[src/logic/pi_defines.svh]
`ifndef PI_DEFINES_SVH
`define PI_DEFINES_SVH

`define PI_LEVELS 7
`define PI_VEC_W 16

// APB register offsets
`define PI_REG_ENABLE 5'h00
`define PI_REG_SOFTREQ 5'h04
`define PI_REG_CHANNEL 5'h08
`define PI_REG_TIMEOUT 5'h0C
`define PI_REG_STATUS 5'h10

`define PI_APR_VECTOR 16'h0040
`define PI_MTR_VECTOR 16'h0050
`define PI_TIMEOUT_RST 16'd32

`endif

[src/logic/pi_pkg.sv]
package pi_pkg;

  typedef logic [2:0] piLevelT;     // 0 is none, 1 ranks highest
  typedef logic [6:0] piLevelVecT;  // Bit 0 is level 1
  typedef logic [15:0] piVectorT;

  // One-hot bit for a level, empty for level 0
  function automatic piLevelVecT levelBit(piLevelT lvl);
    piLevelVecT v;
    v = '0;
    if (lvl != '0) v[lvl - 1] = 1'b1;
    return v;
  endfunction

  // Lowest-numbered set level, 0 when the vector is empty
  function automatic piLevelT lowestLevel(piLevelVecT v);
    piLevelT lvl;
    lvl = '0;
    for (int i = $bits(piLevelVecT) - 1; i >= 0; i--) begin
      if (v[i]) lvl = piLevelT'(i + 1);
    end
    return lvl;
  endfunction

endpackage

[src/logic/piArbiter.sv]
`timescale 1ns/100ps

module piArbiter (
  input  logic               clk,
  input  logic               TIM,
  input  pi_pkg::piLevelVecT ioReq,
  input  logic               aprInt,
  input  logic               mtrInt,
  input  pi_pkg::piLevelT    aprChannel,
  input  pi_pkg::piLevelT    mtrChannel,
  input  pi_pkg::piLevelVecT levelOn,
  input  pi_pkg::piLevelVecT softReq,
  input  logic               sysActive,
  input  logic               intAck,
  input  logic               dismiss,
  input  logic               cycleBusy,
  output logic               intReq,
  output pi_pkg::piLevelT    intLevel,
  output pi_pkg::piLevelVecT held
);
  import pi_pkg::*;

  piLevelVecT aprBit;
  piLevelVecT mtrBit;
  piLevelVecT pendNow;
  piLevelVecT reqReg;
  piLevelVecT ackBit;
  piLevelVecT dismissBit;
  piLevelT pendLevel;
  piLevelT holdLevel;
  logic eligible;
  logic ack;
  logic keepOffer;

  // Channel 0 leaves a source disconnected
  assign aprBit = aprInt ? levelBit(aprChannel) : '0;
  assign mtrBit = mtrInt ? levelBit(mtrChannel) : '0;

  // Software requests skip the level enable
  assign pendNow = sysActive ? (softReq | (levelOn & (ioReq | aprBit | mtrBit))) : '0;

  always_ff @(posedge clk or posedge TIM) begin
    if (TIM) begin
      reqReg <= '0;
    end else begin
      reqReg <= pendNow;
    end
  end

  assign pendLevel = lowestLevel(reqReg);
  assign holdLevel = lowestLevel(held);

  // Must strictly outrank the highest held level
  assign eligible = (pendLevel != '0) && ((holdLevel == '0) || (pendLevel < holdLevel));

  assign ack = intReq & intAck;
  assign keepOffer = |(reqReg & levelBit(intLevel));  // Offered level still requesting

  always_ff @(posedge clk or posedge TIM) begin
    if (TIM) begin
      intReq <= 1'b0;
      intLevel <= '0;
    end else if (ack) begin
      intReq <= 1'b0;
    end else if (intReq) begin
      intReq <= keepOffer;  // intLevel frozen while offered
    end else begin
      intReq <= eligible & ~cycleBusy;
      intLevel <= eligible ? pendLevel : '0;
    end
  end

  assign ackBit = ack ? levelBit(intLevel) : '0;
  assign dismissBit = dismiss ? levelBit(holdLevel) : '0;

  always_ff @(posedge clk or posedge TIM) begin
    if (TIM) begin
      held <= '0;
    end else begin
      held <= (held & ~dismissBit) | ackBit;
    end
  end

endmodule

[src/logic/piCtl.sv]
`timescale 1ns/100ps

module piCtl (
  input  logic               clk,
  input  logic               TIM,
  input  logic               psel,
  input  logic               penable,
  input  logic               pwrite,
  input  logic [4:0]         paddr,
  input  logic [31:0]        pwdata,
  output logic [31:0]        prdata,
  output logic               pready,
  output logic               pslverr,
  input  pi_pkg::piLevelVecT ioReq,
  input  logic               aprInt,
  input  logic               mtrInt,
  output logic               intReq,
  output pi_pkg::piLevelT    intLevel,
  input  logic               intAck,
  input  logic               dismiss,
  output logic               vecDone,
  output pi_pkg::piVectorT   vecOut,
  output logic               vecReq,
  output pi_pkg::piLevelT    vecLevel,
  input  logic               vecValid,
  input  pi_pkg::piVectorT   vecData
);
  import pi_pkg::*;

  piLevelVecT levelOn, softReq, held;
  piLevelT aprChannel, mtrChannel, cycleLevel;
  logic sysActive, timeoutPulse, cycleBusy;
  logic [15:0] timeoutLimit;

  piRegs piRegs_i (.clk, .TIM, .psel, .penable, .pwrite, .paddr, .pwdata, .prdata,
                   .pready, .pslverr, .held, .cycleLevel, .timeoutPulse, .levelOn,
                   .softReq, .sysActive, .aprChannel, .mtrChannel, .timeoutLimit);

  piArbiter piArbiter_i (.clk, .TIM, .ioReq, .aprInt, .mtrInt, .aprChannel, .mtrChannel,
                         .levelOn, .softReq, .sysActive, .intAck, .dismiss, .cycleBusy,
                         .intReq, .intLevel, .held);

  piVectorCycle piVectorCycle_i (.clk, .TIM, .intAck, .intReq, .intLevel, .aprInt, .mtrInt,
                                 .aprChannel, .mtrChannel, .timeoutLimit, .vecValid,
                                 .vecData, .vecReq, .vecLevel, .vecDone, .vecOut,
                                 .cycleBusy, .cycleLevel, .timeoutPulse);

endmodule

[src/logic/piRegs.sv]
`timescale 1ns/100ps
`include "pi_defines.svh"

module piRegs (
  input  logic               clk,
  input  logic               TIM,
  input  logic               psel,
  input  logic               penable,
  input  logic               pwrite,
  input  logic [4:0]         paddr,
  input  logic [31:0]        pwdata,
  output logic [31:0]        prdata,
  output logic               pready,
  output logic               pslverr,
  input  pi_pkg::piLevelVecT held,
  input  pi_pkg::piLevelT    cycleLevel,
  input  logic               timeoutPulse,
  output pi_pkg::piLevelVecT levelOn,
  output pi_pkg::piLevelVecT softReq,
  output logic               sysActive,
  output pi_pkg::piLevelT    aprChannel,
  output pi_pkg::piLevelT    mtrChannel,
  output logic [15:0]        timeoutLimit
);
  import pi_pkg::*;

  logic [`PI_LEVELS:0] enableReg;  // Top bit is the active bit
  piLevelVecT softReg;
  piLevelT aprChReg;
  piLevelT mtrChReg;
  logic [15:0] timeoutReg;
  logic timeoutFlag;
  logic mapped;
  logic wrEn;

  assign pready = 1'b1;
  assign mapped = (paddr == `PI_REG_ENABLE) || (paddr == `PI_REG_SOFTREQ) ||
                  (paddr == `PI_REG_CHANNEL) || (paddr == `PI_REG_TIMEOUT) ||
                  (paddr == `PI_REG_STATUS);
  assign pslverr = psel & penable & ~mapped;
  assign wrEn = psel & penable & pwrite & pready;

  always_ff @(posedge clk or posedge TIM) begin
    if (TIM) begin
      enableReg <= '0;
      softReg <= '0;
      aprChReg <= '0;
      mtrChReg <= '0;
      timeoutReg <= `PI_TIMEOUT_RST;
    end else if (wrEn) begin
      case (paddr)
        `PI_REG_ENABLE: enableReg <= pwdata[`PI_LEVELS:0];
        `PI_REG_SOFTREQ: softReg <= pwdata[`PI_LEVELS-1:0];
        `PI_REG_CHANNEL: begin
          aprChReg <= pwdata[2:0];
          mtrChReg <= pwdata[6:4];
        end
        `PI_REG_TIMEOUT: timeoutReg <= pwdata[15:0];
        default: ;
      endcase
    end
  end

  // Sticky flag, a new timeout beats a clear in the same cycle
  always_ff @(posedge clk or posedge TIM) begin
    if (TIM) begin
      timeoutFlag <= 1'b0;
    end else if (timeoutPulse) begin
      timeoutFlag <= 1'b1;
    end else if (wrEn && paddr == `PI_REG_STATUS && pwdata[16]) begin
      timeoutFlag <= 1'b0;
    end
  end

  always_comb begin
    prdata = '0;
    case (paddr)
      `PI_REG_ENABLE: prdata[`PI_LEVELS:0] = enableReg;
      `PI_REG_SOFTREQ: prdata[`PI_LEVELS-1:0] = softReg;
      `PI_REG_CHANNEL: prdata[6:0] = {mtrChReg, 1'b0, aprChReg};
      `PI_REG_TIMEOUT: prdata[15:0] = timeoutReg;
      `PI_REG_STATUS: prdata = {15'b0, timeoutFlag, 5'b0, cycleLevel, 1'b0, held};
      default: prdata = '0;
    endcase
  end

  assign levelOn = enableReg[`PI_LEVELS-1:0];
  assign sysActive = enableReg[`PI_LEVELS];
  assign softReq = softReg;
  assign aprChannel = aprChReg;
  assign mtrChannel = mtrChReg;
  assign timeoutLimit = timeoutReg;

endmodule

[src/logic/piVectorCycle.sv]
`timescale 1ns/100ps
`include "pi_defines.svh"

module piVectorCycle (
  input  logic             clk,
  input  logic             TIM,
  input  logic             intAck,
  input  logic             intReq,
  input  pi_pkg::piLevelT  intLevel,
  input  logic             aprInt,
  input  logic             mtrInt,
  input  pi_pkg::piLevelT  aprChannel,
  input  pi_pkg::piLevelT  mtrChannel,
  input  logic [15:0]      timeoutLimit,
  input  logic             vecValid,
  input  pi_pkg::piVectorT vecData,
  output logic             vecReq,
  output pi_pkg::piLevelT  vecLevel,
  output logic             vecDone,
  output pi_pkg::piVectorT vecOut,
  output logic             cycleBusy,
  output pi_pkg::piLevelT  cycleLevel,
  output logic             timeoutPulse
);
  import pi_pkg::*;

  typedef enum logic [1:0] {Idle, BusWait, Done} stateT;

  stateT state;
  piLevelT levelReg;
  piVectorT vecReg;
  logic [15:0] waitCnt;
  logic ack;
  logic aprOwns;
  logic mtrOwns;
  logic timedOut;

  assign ack = intReq & intAck;
  assign aprOwns = aprInt && (aprChannel != '0) && (aprChannel == intLevel);
  assign mtrOwns = mtrInt && (mtrChannel != '0) && (mtrChannel == intLevel);
  assign timedOut = (state == BusWait) && !vecValid && (waitCnt >= timeoutLimit);

  always_ff @(posedge clk or posedge TIM) begin
    if (TIM) begin
      state <= Idle;
      waitCnt <= '0;
      timeoutPulse <= 1'b0;
    end else begin
      timeoutPulse <= timedOut;
      case (state)
        Idle: begin
          waitCnt <= '0;
          if (ack) state <= (aprOwns || mtrOwns) ? Done : BusWait;
        end
        BusWait: begin
          if (vecValid || timedOut) state <= Done;
          else waitCnt <= waitCnt + 16'd1;
        end
        default: state <= Idle;  // Done lasts one cycle
      endcase
    end
  end

  always_ff @(posedge clk) begin
    if (state == Idle && ack) begin
      levelReg <= intLevel;
      vecReg <= aprOwns ? `PI_APR_VECTOR : `PI_MTR_VECTOR;  // Processor status first
    end else if (state == BusWait && vecValid) begin
      vecReg <= vecData;
    end else if (timedOut) begin
      vecReg <= `PI_VEC_W'(0);
    end
  end

  assign vecReq = (state == BusWait);
  assign vecLevel = levelReg;
  assign vecDone = (state == Done);
  assign vecOut = vecReg;
  assign cycleBusy = (state != Idle);
  assign cycleLevel = cycleBusy ? levelReg : '0;

endmodule

[config.mk]
export PLATFORM = sky130hd
export DESIGN_NAME = piCtl
export DESIGN_NICKNAME = d
export VERILOG_FILES = /design/src/logic/pi_pkg.sv /design/src/logic/piArbiter.sv /design/src/logic/piCtl.sv /design/src/logic/piRegs.sv /design/src/logic/piVectorCycle.sv
export VERILOG_INCLUDE_DIRS = /design/src /design/src/logic
export SDC_FILE = /design/constraint.sdc
export NUM_CORES = 1
export LEC_CHECK = 0
export BUFFER_PORTS_ARGS = -buffer_cell sky130_fd_sc_hd__buf_2
export CAP_MARGIN = 15
export CELL_PAD_IN_SITES_DETAIL_PLACEMENT = 1
export CELL_PAD_IN_SITES_GLOBAL_PLACEMENT = 1
export CORE_MARGIN = 2
export CORE_UTILIZATION = 38
export DETAILED_ROUTE_END_ITERATION = 6
export GPL_ROUTABILITY_DRIVEN = 0
export PLACE_DENSITY_LB_ADDON = 0.05
export SETUP_SLACK_MARGIN = 0.4
export SLEW_MARGIN = 40
export SYNTH_ARGS = -nofsm -noshare
export SYNTH_HDL_FRONTEND = slang
export SYNTH_SLANG_ARGS = --single-unit
[constraint.sdc]
create_clock -name clk -period 2.48 [get_ports clk]
set_input_delay 0.124 -clock clk [delete_from_list [all_inputs] [get_ports clk]]
set_output_delay 0.124 -clock clk [all_outputs]
set_load 0.03 [all_outputs]
# Word level (Yosys, flattened, before mapping)
# Index checks and enable logic that the tools add are counted.
op_classes:
  addsub: 5
  n_lt_le_gt_ge: 10
  eq_ne: 11
  muxes: 51
  n_bitwise: 17
  reduce_logical: 43
ops:
  columns: ["op", "count"]
  rows:
  - ["32-bit by 1-bit >= comparator with 1-bit output, second input constant", 4]
  - ["32-bit by 4-bit less-than comparator with 1-bit output, second input constant", 4]
  - ["16-bit 2-to-1 mux", 4]
  - ["7-bit 2-to-1 mux", 9]
  - ["3-bit 2-to-1 mux", 16]
  - ["7-bit case mux with 5 select lines", 1]
  - ["16-bit case mux with 2 select lines", 1]
  - ["7-bit OR", 4]
  - ["7-bit bitwise AND", 3]
  - ["3-bit nonzero test", 6]
  - ["16-bit by 1-bit adder with 16-bit output, second input constant", 1]
  - ["16-bit >= comparator", 1]
  - ["8-bit case mux with 2 select lines", 1]
  - ["3-bit by 1-bit subtractor with 4-bit output, second input constant", 4]
  - ["1-bit logical AND", 15]
  - ["2-bit AND reduction", 7]
  - ["1-bit demux with 3-bit select", 4]
  - ["5-bit by 4-bit == test with 1-bit output, second input constant", 2]
  - ["1-bit 2-to-1 mux", 9]
  - ["1-bit logical OR", 7]
  - ["7-bit inverter", 1]
  - ["7-bit OR reduction", 1]
  - ["3-bit == test", 2]
  - ["2-bit 2-to-1 mux", 3]
  - ["other kinds (17)", 27]
word_totals:
  ff_bits: 94
  inputBits: 70
  out_inout_bits: 59

# Logic depth before layout (Yosys ltp)
# Gate-level depths: netlist (run 1).
depth:
  depth_word: 17
  depth_mapped: 9
  ltp_nobuf: 9

# By module
# Synthesis (run 1) repeated with hierarchy kept, for this count alone.
unflattened:
  cells_unflattened: 566
  hier_area_um2: 5783.0
by_module_without_submodules:
  columns: ["module", "instances", "cells_per_inst", "area_per_inst_um2"]
  rows:
  - ["piVectorCycle", 1, 217, 2230.9]
  - ["piRegs", 1, 173, 2068.2]
  - ["piArbiter", 1, 176, 1483.9]

# Worst setup path before layout (run 1)
# OpenSTA, ideal clock, no wires.
synth_path:
  path_kind: "register to register"
  from: "register piRegs_i.timeoutReg[5], in the netlist piRegs_i.timeoutLimit[5]"
  to: "register piVectorCycle_i.vecReg[0], in the netlist piVectorCycle_i.vecOut[0], enable pin"
  arrival_ns: 2.160
  required_time_ns: 2.108
  path_slack_ns: -0.052
  path_stages_with_launch: 9
  path_buffers: 0
  synth_period_minus_slack_ns: 2.532
  cell_sequence: "dfstp_2 > inv_1 > ha_1 > o21ai_0 > o2bb2ai_1 > or4_4 > o211ai_1 > o21ai_0 > nand2_1"
synth_between:
  elab_chain_len: 3
synth_rtl:
  columns: ["element", "line", "rtl"]
  rows:
  - ["start, declared", "piRegs.sv:31", "logic [15:0] timeoutReg;"]
  - ["start signal, assigned", "piRegs.sv:49", "timeoutReg <= `PI_TIMEOUT_RST;"]
  - ["start signal, assigned", "piRegs.sv:58", "`PI_REG_TIMEOUT: timeoutReg <= pwdata[15:0];"]
  - ["16-bit >= comparator", "piVectorCycle.sv:41", "assign timedOut = (state == BusWait) && !vecValid && (waitCnt >= timeoutLimit);"]
  - ["1-bit logical AND", "piVectorCycle.sv:41", null]
  - ["3-bit nonzero test (no line)", null, null]
  - ["end signal, assigned", "piVectorCycle.sv:67", "vecReg <= aprOwns ? `PI_APR_VECTOR : `PI_MTR_VECTOR;"]
  - ["end signal, assigned", "piVectorCycle.sv:69", "vecReg <= vecData;"]
  - ["end signal, assigned", "piVectorCycle.sv:71", "vecReg <= `PI_VEC_W'(0);"]
  - ["end, declared", "piVectorCycle.sv:31", "piVectorT vecReg;"]
# Every way passes these cells.
# A chain may end at the register's enable or synchronous reset.

# Worst setup path in the final report (run 1)
layout_path:
  from: "register piRegs_i.timeoutReg[5], in the netlist piRegs_i.timeoutLimit[5]"
  to: "register piVectorCycle_i.waitCnt[14]"
layout_between:
  elab_chain_len: 5
layout_rtl:
  columns: ["element", "line", "rtl"]
  rows:
  - ["16-bit >= comparator", "piVectorCycle.sv:41", null]
  - ["1-bit logical AND", "piVectorCycle.sv:41", null]
  - ["1-bit logical OR", "piVectorCycle.sv:56", "if (vecValid || timedOut) state <= Done;"]
  - ["2-bit inequality test (no line)", null, null]
  - ["2-bit AND reduction (no line)", null, null]
  - ["end signal, assigned", "piVectorCycle.sv:57", "else waitCnt <= waitCnt + 16'd1;"]
  - ["end, declared", "piVectorCycle.sv:32", "logic [15:0] waitCnt;"]
# Every way passes these cells.

==> summary.md, run 1 <==
| Metric | Value |
|---|---|
| Status | `finished clean` |
| Num ports | `129` |
| Overall global routing resource usage | `22.5%` |
| Top flip-flop cell by instance count after synthesis | `dfrtp_1` |
| Signal arrival time at the worst endpoint | `2.62 ns` |
| Clock tree from TritonCTS | `built` |
| CTS Sinks | `94` |
| Count of placed standard cells including taps | `826` |
| Fraction of final layout cells sized beyond drive strength 1 | `38.7%` |
| Maximum vdd ir drop | `0.357 mV` |
| Setup TNS after final layout | `0 ns` |
| Register bit total from synthesis | `94` |
| R2r setup slk | `0.11 ns` |
| Height of the die | `124 um` |
| Share of power burned in the clock network | `33.1%` |
| Detailed Route WL | `17300 um` |
| Post-synthesis cell count | `541` |
| Critical path peak fanout | `6` |
| Power Internal | `2920 uW` |
| Average instance area after synthesis | `10.2 sq um` |
| Placeable Area | `14400 sq um` |
| Beginning of the worst register-to-register path | `piRegs_i.timeoutLimit[5]` |
| Fillcell total | `1620` |
| Start point of the critical path | `piRegs_i.timeoutLimit[5]` |
| Maximum Capacitance Violations | `0` |
| Horiz. Die Dim | `124 um` |
| Critical Path Source Type | `flop` |
| Unique cell type count in the Yosys netlist | `62` |
| Nets | `776` |
| Most common library cell in the layout ignoring fill and taps | `buf_2` |
| Synth warn | `0` |
| Number of antenna violations at the first check in global routing | `1` |
| Maximum number of pins on one net before global-route repair | `34` |
| Synth-to-layout area growth | `28.8%` |
| Violation count after the first detailed-routing iteration | `278` |
| Share of total power in combinational logic | `24.7%` |
| Root buffer cell | `clkbuf_16` |
| Number of cells on the worst reg-to-reg path | `10` |
| Simple-gate area share of the yosys netlist | `16.3%` |
| RSZ-0062 raised after global routing | `yes` |
| Final Instance Area | `7100 sq um` |
| Number of enable-type register cells in the synthesized netlist | `19` |
| Final core occ | `49.4%` |
| Starting utilization of the core area | `38.4%` |
| Input/output buffers | `97` |
| Min Clock Period, post-route | `2.37 ns` |
| Post-synthesis share of cell area spent on full adders, half adders and majority gates | `5.90%` |
| Leakage dissipation | `0.00330 uW` |
| Final Max Tran Viols | `0` |
| Pin slew with the least headroom to its limit | `0.726 ns` |
| Area after DPL | `6300 sq um` |
| Pre-antenna DRT Iters | `6` |
| Required time at the worst-slack endpoint | `2.73 ns` |
| Routed wirelength normalized by instance count | `19.9 um` |
| Final HPWL DP | `12900 um` |
| Number of vias after detailed routing | `4710` |
| Relative slew slack | `51.5%` |
| Capture point of the worst path | `piVectorCycle_i.waitCnt[14]` |
| Final number of setup-violating endpoints | `0` |
| Largest family of logic cells by synthesized area | `compound AO/OA/AOI/OAI gates` |
| Switching pwr | `1430 uW` |
| CP Class | `reg -> reg` |
| Die area | `15500 sq um` |
| Core Rows | `44` |
| Max Buffers Root-to-Sink | `2` |
| Non-filler cells in the finished layout | `870` |
| R2r endpoint | `piVectorCycle_i.waitCnt[14]` |
| H-tree lvl count | `3` |
| Fraction of registers with async set or reset after synthesis | `79.8%` |
| Top achievable clock speed | `421 MHz` |
| Number of buffers created by CTS | `9` |
| Clock insertion delay at the later pin of the skew report | `0.35 ns` |
| Share of power burned in registers | `42.2%` |
| Clock skew after layout | `0.0114 ns` |
| Multiplexer fraction of the synthesized cell area | `8.54%` |
| Detailed-route vias per instance | `5.41` |
| Worst hold path class | `in -> reg` |
| First-pass GRT wire length | `27600 um` |
| Clock transition at the registers of the reported paths | `0.07 ns` |
| Commonest cells after routing, fill and taps aside | `97 x buf_2, 70 x dfrtp_1, 47 x nand2_1, 40 x mux2_2, 39 x buf_4` |
| Mapped cell area | `5510 sq um` |
| Routed Antenna Nets | `0` |
| Final Hold Viols | `0` |
| Drt drc | `0` |
| Vias in the first global route | `5097` |
| Overflow left after global routing | `0` |
| Fraction of synthesized cell area in xor and xnor cells | `0.953%` |
| Share of total power consumed by net switching | `32.8%` |
| Endpoint class of the critical path | `flop` |
| Share of the cycle needed by the critical path after routing | `95.7%` |
| Sequential share of the synthesized area | `44.4%` |
| PwrDens | `613 nW/um^2` |
| Compound-Gate Fraction of Synth Area | `17.5%` |
[power by group through the flow]
stage                     logic (uW)  clock network (uW)  registers (uW)
after floorplan                  571                   0            1920
after global placement           930                   0            1860
after detailed placement         950                   0            1860
after CTS                       1010                1480            1830
after global routing            1170                1540            1860
final                           1070                1440            1840
[kinds of logic after synthesis]
logic type               count (synthesis)
AO/OA/AOI/OAI                          126
XOR/XNOR                                 6
adder cells (fa/ha/maj)                 26
buffers and inverters                   74
flip-flops                              94
multiplexers                            42
other                                    2
AND/OR/NAND/NOR                        171
[sequential cells by signal, summed over array words and instances (netlist names), 7 cells and up]
name	flops
piVectorCycle_i.vecOut	16
piRegs_i.softReq	7
piArbiter_i.held	7
piVectorCycle_i.waitCnt	16
piRegs_i.enableReg	8
piArbiter_i.reqReg	7
piRegs_i.timeoutLimit	16
[cell usage after synthesis (3+ instances only)]
| cell | number | area (sq um) |
|---|---|---|
| xor2_1 | 3 | 26.3 |
| or3_1 | 4 | 25.0 |
| a22o_1 | 7 | 61.3 |
| o31a_1 | 3 | 26.3 |
| a221oi_1 | 3 | 26.3 |
| or4_1 | 5 | 37.5 |
| buf_4 | 16 | 120 |
| mux2_2 | 40 | 450 |
| edfxtp_1 | 19 | 571 |
| o31ai_1 | 10 | 75.1 |
| and2_1 | 13 | 81.3 |
| nand4_1 | 3 | 18.8 |
| o21a_1 | 13 | 97.6 |
| clkbuf_1 | 13 | 48.8 |
| nor2b_1 | 10 | 62.6 |
| nand2_1 | 50 | 188 |
| o21ai_0 | 24 | 120 |
| a21oi_1 | 18 | 90.1 |
| dfrtp_1 | 74 | 1850 |
| a32o_1 | 3 | 30.0 |
| a21o_1 | 3 | 22.5 |
| buf_2 | 6 | 30.0 |
| inv_1 | 39 | 146 |
| nor3_1 | 13 | 65.1 |
| o22ai_1 | 5 | 31.3 |
| a31oi_1 | 3 | 18.8 |
| o211ai_1 | 7 | 52.6 |
| ha_1 | 26 | 325 |
| nand3_1 | 13 | 65.1 |
| a222oi_1 | 6 | 60.1 |
| xnor2_1 | 3 | 26.3 |
| nor2_1 | 24 | 90.1 |
| and3_1 | 22 | 138 |
[critical path, cell delays in order (launching register included)]
cell and delay (ns):
dfstp_2 0.54, inv_2 0.05, ha_4 0.25, o21ai_2 0.06, o2bb2ai_2 0.12, or4_4 0.43, buf_6 0.16, o2111ai_4 0.30
buf_6 0.15, nor3_1 0.04, o21a_1 0.17
[final cells by class]
| cell class | count | area [sq um] | area share [%] |
|---|---|---|---|
| Timing Repair Buffer | 147 | 915 | 12.9 |
| Sequential cell | 94 | 2450 | 34.6 |
| Clock buffer | 9 | 225 | 3.17 |
| Clock inverter | 7 | 78.8 | 1.11 |
| Inverter | 39 | 149 | 2.10 |
| Multi-Input combinational cell | 389 | 3050 | 42.9 |
| Antenna cell | 1 | 2.50 | 0.0352 |
| Tap cell | 184 | 230 | 3.24 |
[metal layers]
| metal | global-route usage [%] | vias to the layer above | wire (um) |
|---|---|---|---|
| li1 | - | 2218 | - |
| met2 | 37.3 | 132 | 8480 |
| met4 | 7.01 | 0 | 313 |
| met5 | 0 | - | 0 |
| met1 | 29.9 | 2343 | 7860 |
| met3 | 4.04 | 17 | 654 |
[how the worst min path moves through the flow]
stage,startpoint,endpoint,slack (ns),cells past startpoint
finish,pwdata[14],piRegs_i.timeoutLimit[14],0.007,2
detailed placement,TIM,piArbiter_i.held[2],0.30,2
floorplan,dismiss,piArbiter_i.held[0],0.22,1
global placement,TIM,piArbiter_i.held[2],0.29,2
CTS,pwdata[14],piRegs_i.timeoutLimit[14],0.0002,2
global route,pwdata[14],piRegs_i.timeoutLimit[14],0.001,2
[per-stage QoR]
stage / worst slack [ns] / power (uW) / hold slack, ns
2_1_floorplan: 0.144 / 2490 / 0.223
3_3_place_gp: 0.00961 / 2790 / 0.290
3_5_place_dp: 0.0110 / 2810 / 0.297
4_1_cts: 0.124 / 4320 / 0.000216
5_1_grt: 0.0546 / 4560 / 0.00143
6_report: 0.106 / 4350 / 0.00684
[what timing repair did]
item                       CTS  global route
hold buffers                 4             0
buffers inserted             7            14
hold endpoints to repair    32             0
setup endpoints to repair   40            43
gates resized for setup     19            47
pin swaps                   18            19
gates cloned                 2             0
Note: power is estimated with default switching activity, not from simulation.
==> run 2, diff against run 1 <==
- PLACE_DENSITY_LB_ADDON: 0.05 -> 0.2
==> run 2 against run 1 <==
Net effect: first-iteration DRC count decreased by 11%; highest routed layer unchanged; fmax increased by 0.50%; clock power about the same; count of clock-buffer cells in the layout increased by 1; non-clock buffer count decreased by 19; worst hold slack about the same; worst setup slack improved by 0.012 ns; global-route usage about the same; clock skew decreased by 0.0047 ns.
==> summary.md, run 2 (same netlist as run 1, synthesis figures left out) <==
| Metric | Value |
|---|---|
| Final core occ | `48.0%` |
| Num ports | `129` |
| Crit-path cells | `inv_1, ha_1, nand2b_4, a2111oi_4, o21a_4, o211ai_1, buf_4, o21ai_4, nand2_4` |
| Smallest setup slack after layout | `0.117 ns` |
| Category of cells accounting for the largest share of critical-path delay | `compound AO/OA/AOI/OAI gates` |
| Relative slew slack | `49.3%` |
| Setup TNS after final layout | `0 ns` |
| Power Internal | `2940 uW` |
| First-pass GRT wire length | `27500 um` |
| Met2 capacity usage during global routing | `39.2%` |
| Synth-to-layout area growth | `25.1%` |
| CTS Sinks | `94` |
| Count of placed standard cells including taps | `818` |
| GRT met3 Usage | `4.73%` |
| Busiest metal layer after global routing | `met2` |
| Clock tree from TritonCTS | `built` |
| Overflow left after global routing | `0` |
| Number of vias after detailed routing | `4636` |
| Height of the die | `124 um` |
| Pre-CTS setup slack | `0.0159 ns` |
| Number of antenna violations at the first check in global routing | `0` |
| Number of buffers created by CTS | `9` |
| Hold Path Origin | `pwdata[8]` |
| Fraction of met1 tracks used by global routing | `28.6%` |
| Number of cells on the worst reg-to-reg path | `9` |
| R2r endpoint | `piVectorCycle_i.vecOut[9]` |
| Horiz. Die Dim | `124 um` |
| Routed Antenna Nets | `0` |
| Number of diodes | `0` |
| Area after DPL | `6250 sq um` |
| Share of the cycle needed by the critical path after routing | `95.3%` |
| Status | `finished clean` |
| CP Class | `reg -> reg` |
| Delay of the slowest cell on the worst path | `0.42 ns` |
| Violation count after the first detailed-routing iteration | `247` |
| Maximum vdd ir drop | `0.373 mV` |
| Maximum Capacitance Violations | `0` |
| Detailed Route WL | `17300 um` |
| Drt drc | `0` |
| Critical path buffers and inverters | `2` |
| Hold Path Cell Cnt | `2` |
| Final Max Tran Viols | `0` |
| Endpoint class of the critical path | `flop` |
| Critical path peak fanout | `8` |
| RSZ-0062 raised after global routing | `yes` |
| Non-filler cells in the finished layout | `850` |
| Slowest stage cell on the critical path | `dfrtp_1` |
| End of the worst hold path | `piRegs_i.timeoutLimit[8]` |
| R2r setup slk | `0.12 ns` |
| Leakage dissipation | `0.00319 uW` |
| Final HPWL DP | `12900 um` |
| Critical Path Source Type | `flop` |
| Routed wirelength normalized by instance count | `20.4 um` |
| Detailed-route vias per instance | `5.45` |
| Min Clock Period, post-route | `2.36 ns` |
| Fraction of final layout cells sized beyond drive strength 1 | `35.1%` |
| Cell depth of the worst setup path | `9` |
| Share of power burned in registers | `42.3%` |
| Clock transition at the registers of the reported paths | `0.07 ns` |
| Share of power burned in the clock network | `33.3%` |
| Final Instance Area | `6890 sq um` |
| Max Buffers Root-to-Sink | `2` |
| Maximum number of pins on one net before global-route repair | `41` |
| Vias in the first global route | `4956` |
| Pin slew with the least headroom to its limit | `0.759 ns` |
| Root buffer cell | `clkbuf_16` |
| Final Hold Viols | `0` |
| PwrDens | `631 nW/um^2` |
| Top achievable clock speed | `423 MHz` |
| Clock insertion delay at the later pin of the skew report | `0.35 ns` |
| Die area | `15500 sq um` |
| Overall global routing resource usage | `22.5%` |
| Clock skew after layout | `0.00667 ns` |
| H-tree lvl count | `3` |
| Input/output buffers | `97` |
| Worst hold path class | `in -> reg` |
| Core Rows | `44` |
| Signal arrival time at the worst endpoint | `2.45 ns` |
| Switching pwr | `1410 uW` |
| Commonest cells after routing, fill and taps aside | `97 x buf_2, 70 x dfrtp_1, 47 x nand2_1, 40 x mux2_2, 33 x inv_1` |
| Final number of setup-violating endpoints | `0` |
| Placeable Area | `14400 sq um` |
| Required time at the worst-slack endpoint | `2.56 ns` |
| Starting utilization of the core area | `38.4%` |
| Pre-antenna DRT Iters | `5` |
| Beginning of the worst register-to-register path | `piVectorCycle_i.waitCnt[0]` |
| Nets | `757` |
| Most common library cell in the layout ignoring fill and taps | `buf_2` |
| Share of total power in combinational logic | `24.5%` |
| Share of total power consumed by net switching | `32.4%` |
-- run 2: cell count changes in the layout (fill, tap and decap cells not counted), sizes merged --
cell	delta
clkinvlp	-1
dlygate4sd3	-2
clkbuf	+1
buf	-17
clkinv	+2
inv	-2
diode	-1
-- run 2: worst reg2reg max path, delay by kind of cell (launching register included) --
kind | cells | cell delay, ns
adder cells (fa/ha/maj) | 1 | 0.28
AO/OA/AOI/OAI | 4 | 0.87
buffers and inverters | 2 | 0.26
flip-flops | 1 | 0.42
AND/OR/NAND/NOR | 2 | 0.28
-- run 2: worst max path at each step --
stage	from	end	slack [ns]
after floorplan	piRegs_i.timeoutLimit[5]	piVectorCycle_i.vecOut[0]	0.14
after global placement	piRegs_i.timeoutLimit[5]	piVectorCycle_i.vecOut[12]	0.03
after detailed placement	piRegs_i.timeoutLimit[5]	piVectorCycle_i.vecOut[11]	0.02
after CTS	piVectorCycle_i.waitCnt[0]	piVectorCycle_i.waitCnt[3]	0.12
after global routing	piRegs_i.timeoutLimit[11]	piVectorCycle_i.waitCnt[3]	0.04
final	piVectorCycle_i.waitCnt[0]	piVectorCycle_i.vecOut[9]	0.12
-- run 2: cell type report --
class | count | area, sq um
Timing Repair Buffer | 128 | 759
Tap cell | 184 | 230
Clock buffer | 10 | 239
Fill cell | 1620 | 7470
Multi-Input combinational cell | 389 | 3000
Inverter | 39 | 146
Sequential cell | 94 | 2450
Clock inverter | 6 | 70.1
-- run 2: power groups by stage --
stage / registers [uW] / clock network (uW) / logic, uW
CTS: 1840 / 1480 / 1020
finish: 1840 / 1450 / 1060
global route: 1860 / 1540 / 1150
floorplan: 1920 / 0 / 571
global placement: 1860 / 0 / 915
detailed placement: 1870 / 0 / 944
-- run 2: routing by layer --
metal  share of wire (%)  up-vias  wire length (um)
li1                    -     2176                 -
met1                  44     2304              7540
met2                  50      136              8720
met3                 4.6       20               792
met4                 1.4        0               241
met5                   0        -                 0
-- run 2: stage by stage --
stage / hold WS, ns / total power (uW)
2_1_floorplan: 0.223 / 2490
3_3_place_gp: 0.117 / 2780
3_5_place_dp: 0.108 / 2810
4_1_cts: 0.00179 / 4330
5_1_grt: 0.00837 / 4550
6_report: 0.00665 / 4350
-- run 2: repair_timing --
action                     CTS  global route
hold buffers                 2             0
gates cloned                 2             0
hold endpoints to repair    12             0
pin swaps                   21            11
buffers inserted             9             3
setup endpoints to repair   42            43
gates resized for setup     23            25
==> run 3, diff against run 2 <==
- PLACE_DENSITY: unset -> 0.76
- PLACE_DENSITY_LB_ADDON: 0.2 -> unset
==> run 3 against run 2 <==
Net effect: power shrank 1.4%; count of clock-buffer cells in the layout is the same; core utilization is essentially flat; clock power is essentially flat; first-iteration DRC count shrank 13%; critical path type unchanged; largest cell class unchanged.
==> summary.md, run 3 (same netlist as run 1, synthesis figures left out) <==
| Metric | Value |
|---|---|
| Status | `finished clean` |
| R2r setup slk | `0.14 ns` |
| Starting utilization of the core area | `38.4%` |
| Input/output buffers | `97` |
| Number of diodes | `0` |
| H-tree lvl count | `3` |
| Detailed Route WL | `17100 um` |
| GRT met3 Usage | `3.69%` |
| Num ports | `129` |
| Maximum vdd ir drop | `0.291 mV` |
| Drt drc | `0` |
| Total chip power | `4290 uW` |
| Core Rows | `44` |
| Vias in the first global route | `5154` |
| Max Buffers Root-to-Sink | `2` |
| Die area | `15500 sq um` |
| Commonest cells after routing, fill and taps aside | `97 x buf_2, 72 x dfrtp_1, 48 x nand2_1, 40 x mux2_2, 34 x inv_1` |
| Most common library cell in the layout ignoring fill and taps | `buf_2` |
| Pin slew with the least headroom to its limit | `0.547 ns` |
| Hold Path Cell Cnt | `2` |
| Final Instance Area | `6890 sq um` |
| Violation count after the first detailed-routing iteration | `215` |
| Category of cells accounting for the largest share of critical-path delay | `compound AO/OA/AOI/OAI gates` |
| Busiest metal layer after global routing | `met2` |
| Min Clock Period, post-route | `2.34 ns` |
| Sequential cell area | `2450 sq um` |
| Maximum number of pins on one net before global-route repair | `53` |
| First-pass GRT wire length | `27400 um` |
| Met2 capacity usage during global routing | `37.8%` |
| CTS Sinks | `94` |
| Worst hold path class | `in -> reg` |
| Clock insertion delay at the later pin of the skew report | `0.36 ns` |
| Slowest stage cell on the critical path | `dfstp_2` |
| Delay of the slowest cell on the worst path | `0.54 ns` |
| Maximum Capacitance Violations | `0` |
| Final Hold Viols | `0` |
| Final HPWL DP | `12700 um` |
| Horiz. Die Dim | `124 um` |
| Fraction of met1 tracks used by global routing | `27.5%` |
| Clock tree from TritonCTS | `built` |
| Overall global routing resource usage | `22.4%` |
| Area after DPL | `6240 sq um` |
| Overflow left after global routing | `0` |
| Clock skew after layout | `0.0109 ns` |
| Relative slew slack | `63.4%` |
| PwrDens | `623 nW/um^2` |
| Critical path buffers and inverters | `2` |
| Setup TNS after final layout | `0 ns` |
| Root buffer cell | `clkbuf_16` |
| RSZ-0062 raised after global routing | `yes` |
| Hold Path Origin | `pwdata[15]` |
| Critical Path Source Type | `flop` |
| Crit-path cells | `inv_2, ha_4, o21ai_2, o2bb2ai_2, or4_4, buf_4, o2111ai_4, nor3_1, o21a_1` |
| Routed Antenna Nets | `0` |
| Nets | `762` |
| Fraction of final layout cells sized beyond drive strength 1 | `35.3%` |
| Number of antenna violations at the first check in global routing | `0` |
| Number of cells on the worst reg-to-reg path | `9` |
| Top achievable clock speed | `427 MHz` |
| Leakage dissipation | `0.00321 uW` |
| Worst Hold Slack | `0.00820 ns` |
| R2r endpoint | `piVectorCycle_i.waitCnt[14]` |
| Endpoint class of the critical path | `flop` |
| Final Max Tran Viols | `0` |
| End of the worst hold path | `piRegs_i.timeoutLimit[15]` |
| Number of buffers created by CTS | `9` |
| Clock transition at the registers of the reported paths | `0.07 ns` |
| Detailed-route vias per instance | `5.50` |
| Share of the cycle needed by the critical path after routing | `94.4%` |
| Signal arrival time at the worst endpoint | `2.59 ns` |
| Beginning of the worst register-to-register path | `piRegs_i.timeoutLimit[5]` |
| Routed wirelength normalized by instance count | `20.0 um` |
| Synth-to-layout area growth | `25.0%` |
| Required time at the worst-slack endpoint | `2.73 ns` |
| Area of combinational cells with multiple inputs | `2970 sq um` |
| Fillcell total | `1628` |
| Critical path peak fanout | `8` |
| CP Class | `reg -> reg` |
| Number of vias after detailed routing | `4705` |
| Pre-antenna DRT Iters | `4` |
| Placeable Area | `14400 sq um` |
| Height of the die | `124 um` |
| Final number of setup-violating endpoints | `0` |
run 3: layout make-up:
type                       count  area share, %
inverter                      39           2.13
timing repair buffer         133           11.5
multi-input combinational    389           43.1
sequential                    94           35.6
tap                          184           3.34
clock inverter                 6           1.02
clock buffer                  10           3.32
run 3: how the worst max path moves through the flow:
stage / start / endpoint / cells past startpoint
after floorplan: piRegs_i.timeoutLimit[5] / piVectorCycle_i.vecOut[0] / 8
after global placement: piRegs_i.timeoutLimit[5] / piVectorCycle_i.vecOut[12] / 8
after detailed placement: piRegs_i.timeoutLimit[5] / piVectorCycle_i.vecOut[11] / 8
after CTS: piRegs_i.timeoutLimit[5] / piVectorCycle_i.vecOut[6] / 8
after global routing: piRegs_i.timeoutLimit[5] / piVectorCycle_i.vecOut[15] / 8
final: piRegs_i.timeoutLimit[5] / piVectorCycle_i.waitCnt[14] / 9
run 3: per-stage QoR:
step / setup WS, ns / util, % / instances
2_1_floorplan: 0.144 / - / 555
3_3_place_gp: 0.0562 / 43.5 / 819
3_5_place_dp: 0.0278 / 43.5 / 819
4_1_cts: 0.151 / 47.1 / 850
5_1_grt: 0.0532 / 47.9 / 855
6_report: 0.140 / 47.9 / 855
run 3: timing repair:
action	in CTS	in global routing
setup buffers	11	5
gates resized for setup	24	23
hold buffers	2	0
pin swaps	15	10
hold endpoints to repair	24	0
setup endpoints to repair	40	50
gates cloned	2	0
run 3: per-layer routing:
layer / vias to the layer above / wire length (um)
met3: 39 / 760
met4: 0 / 591
met2: 147 / 8430
met5: - / 0
li1: 2189 / -
met1: 2330 / 7360
run 3: where the power goes:
group / switching, uW / leakage (uW) / internal [uW] / total (uW)
clock network: 635 / 0.000135 / 788 / 1420
registers: 116 / 0.00119 / 1720 / 1840
logic: 652 / 0.00189 / 381 / 1030
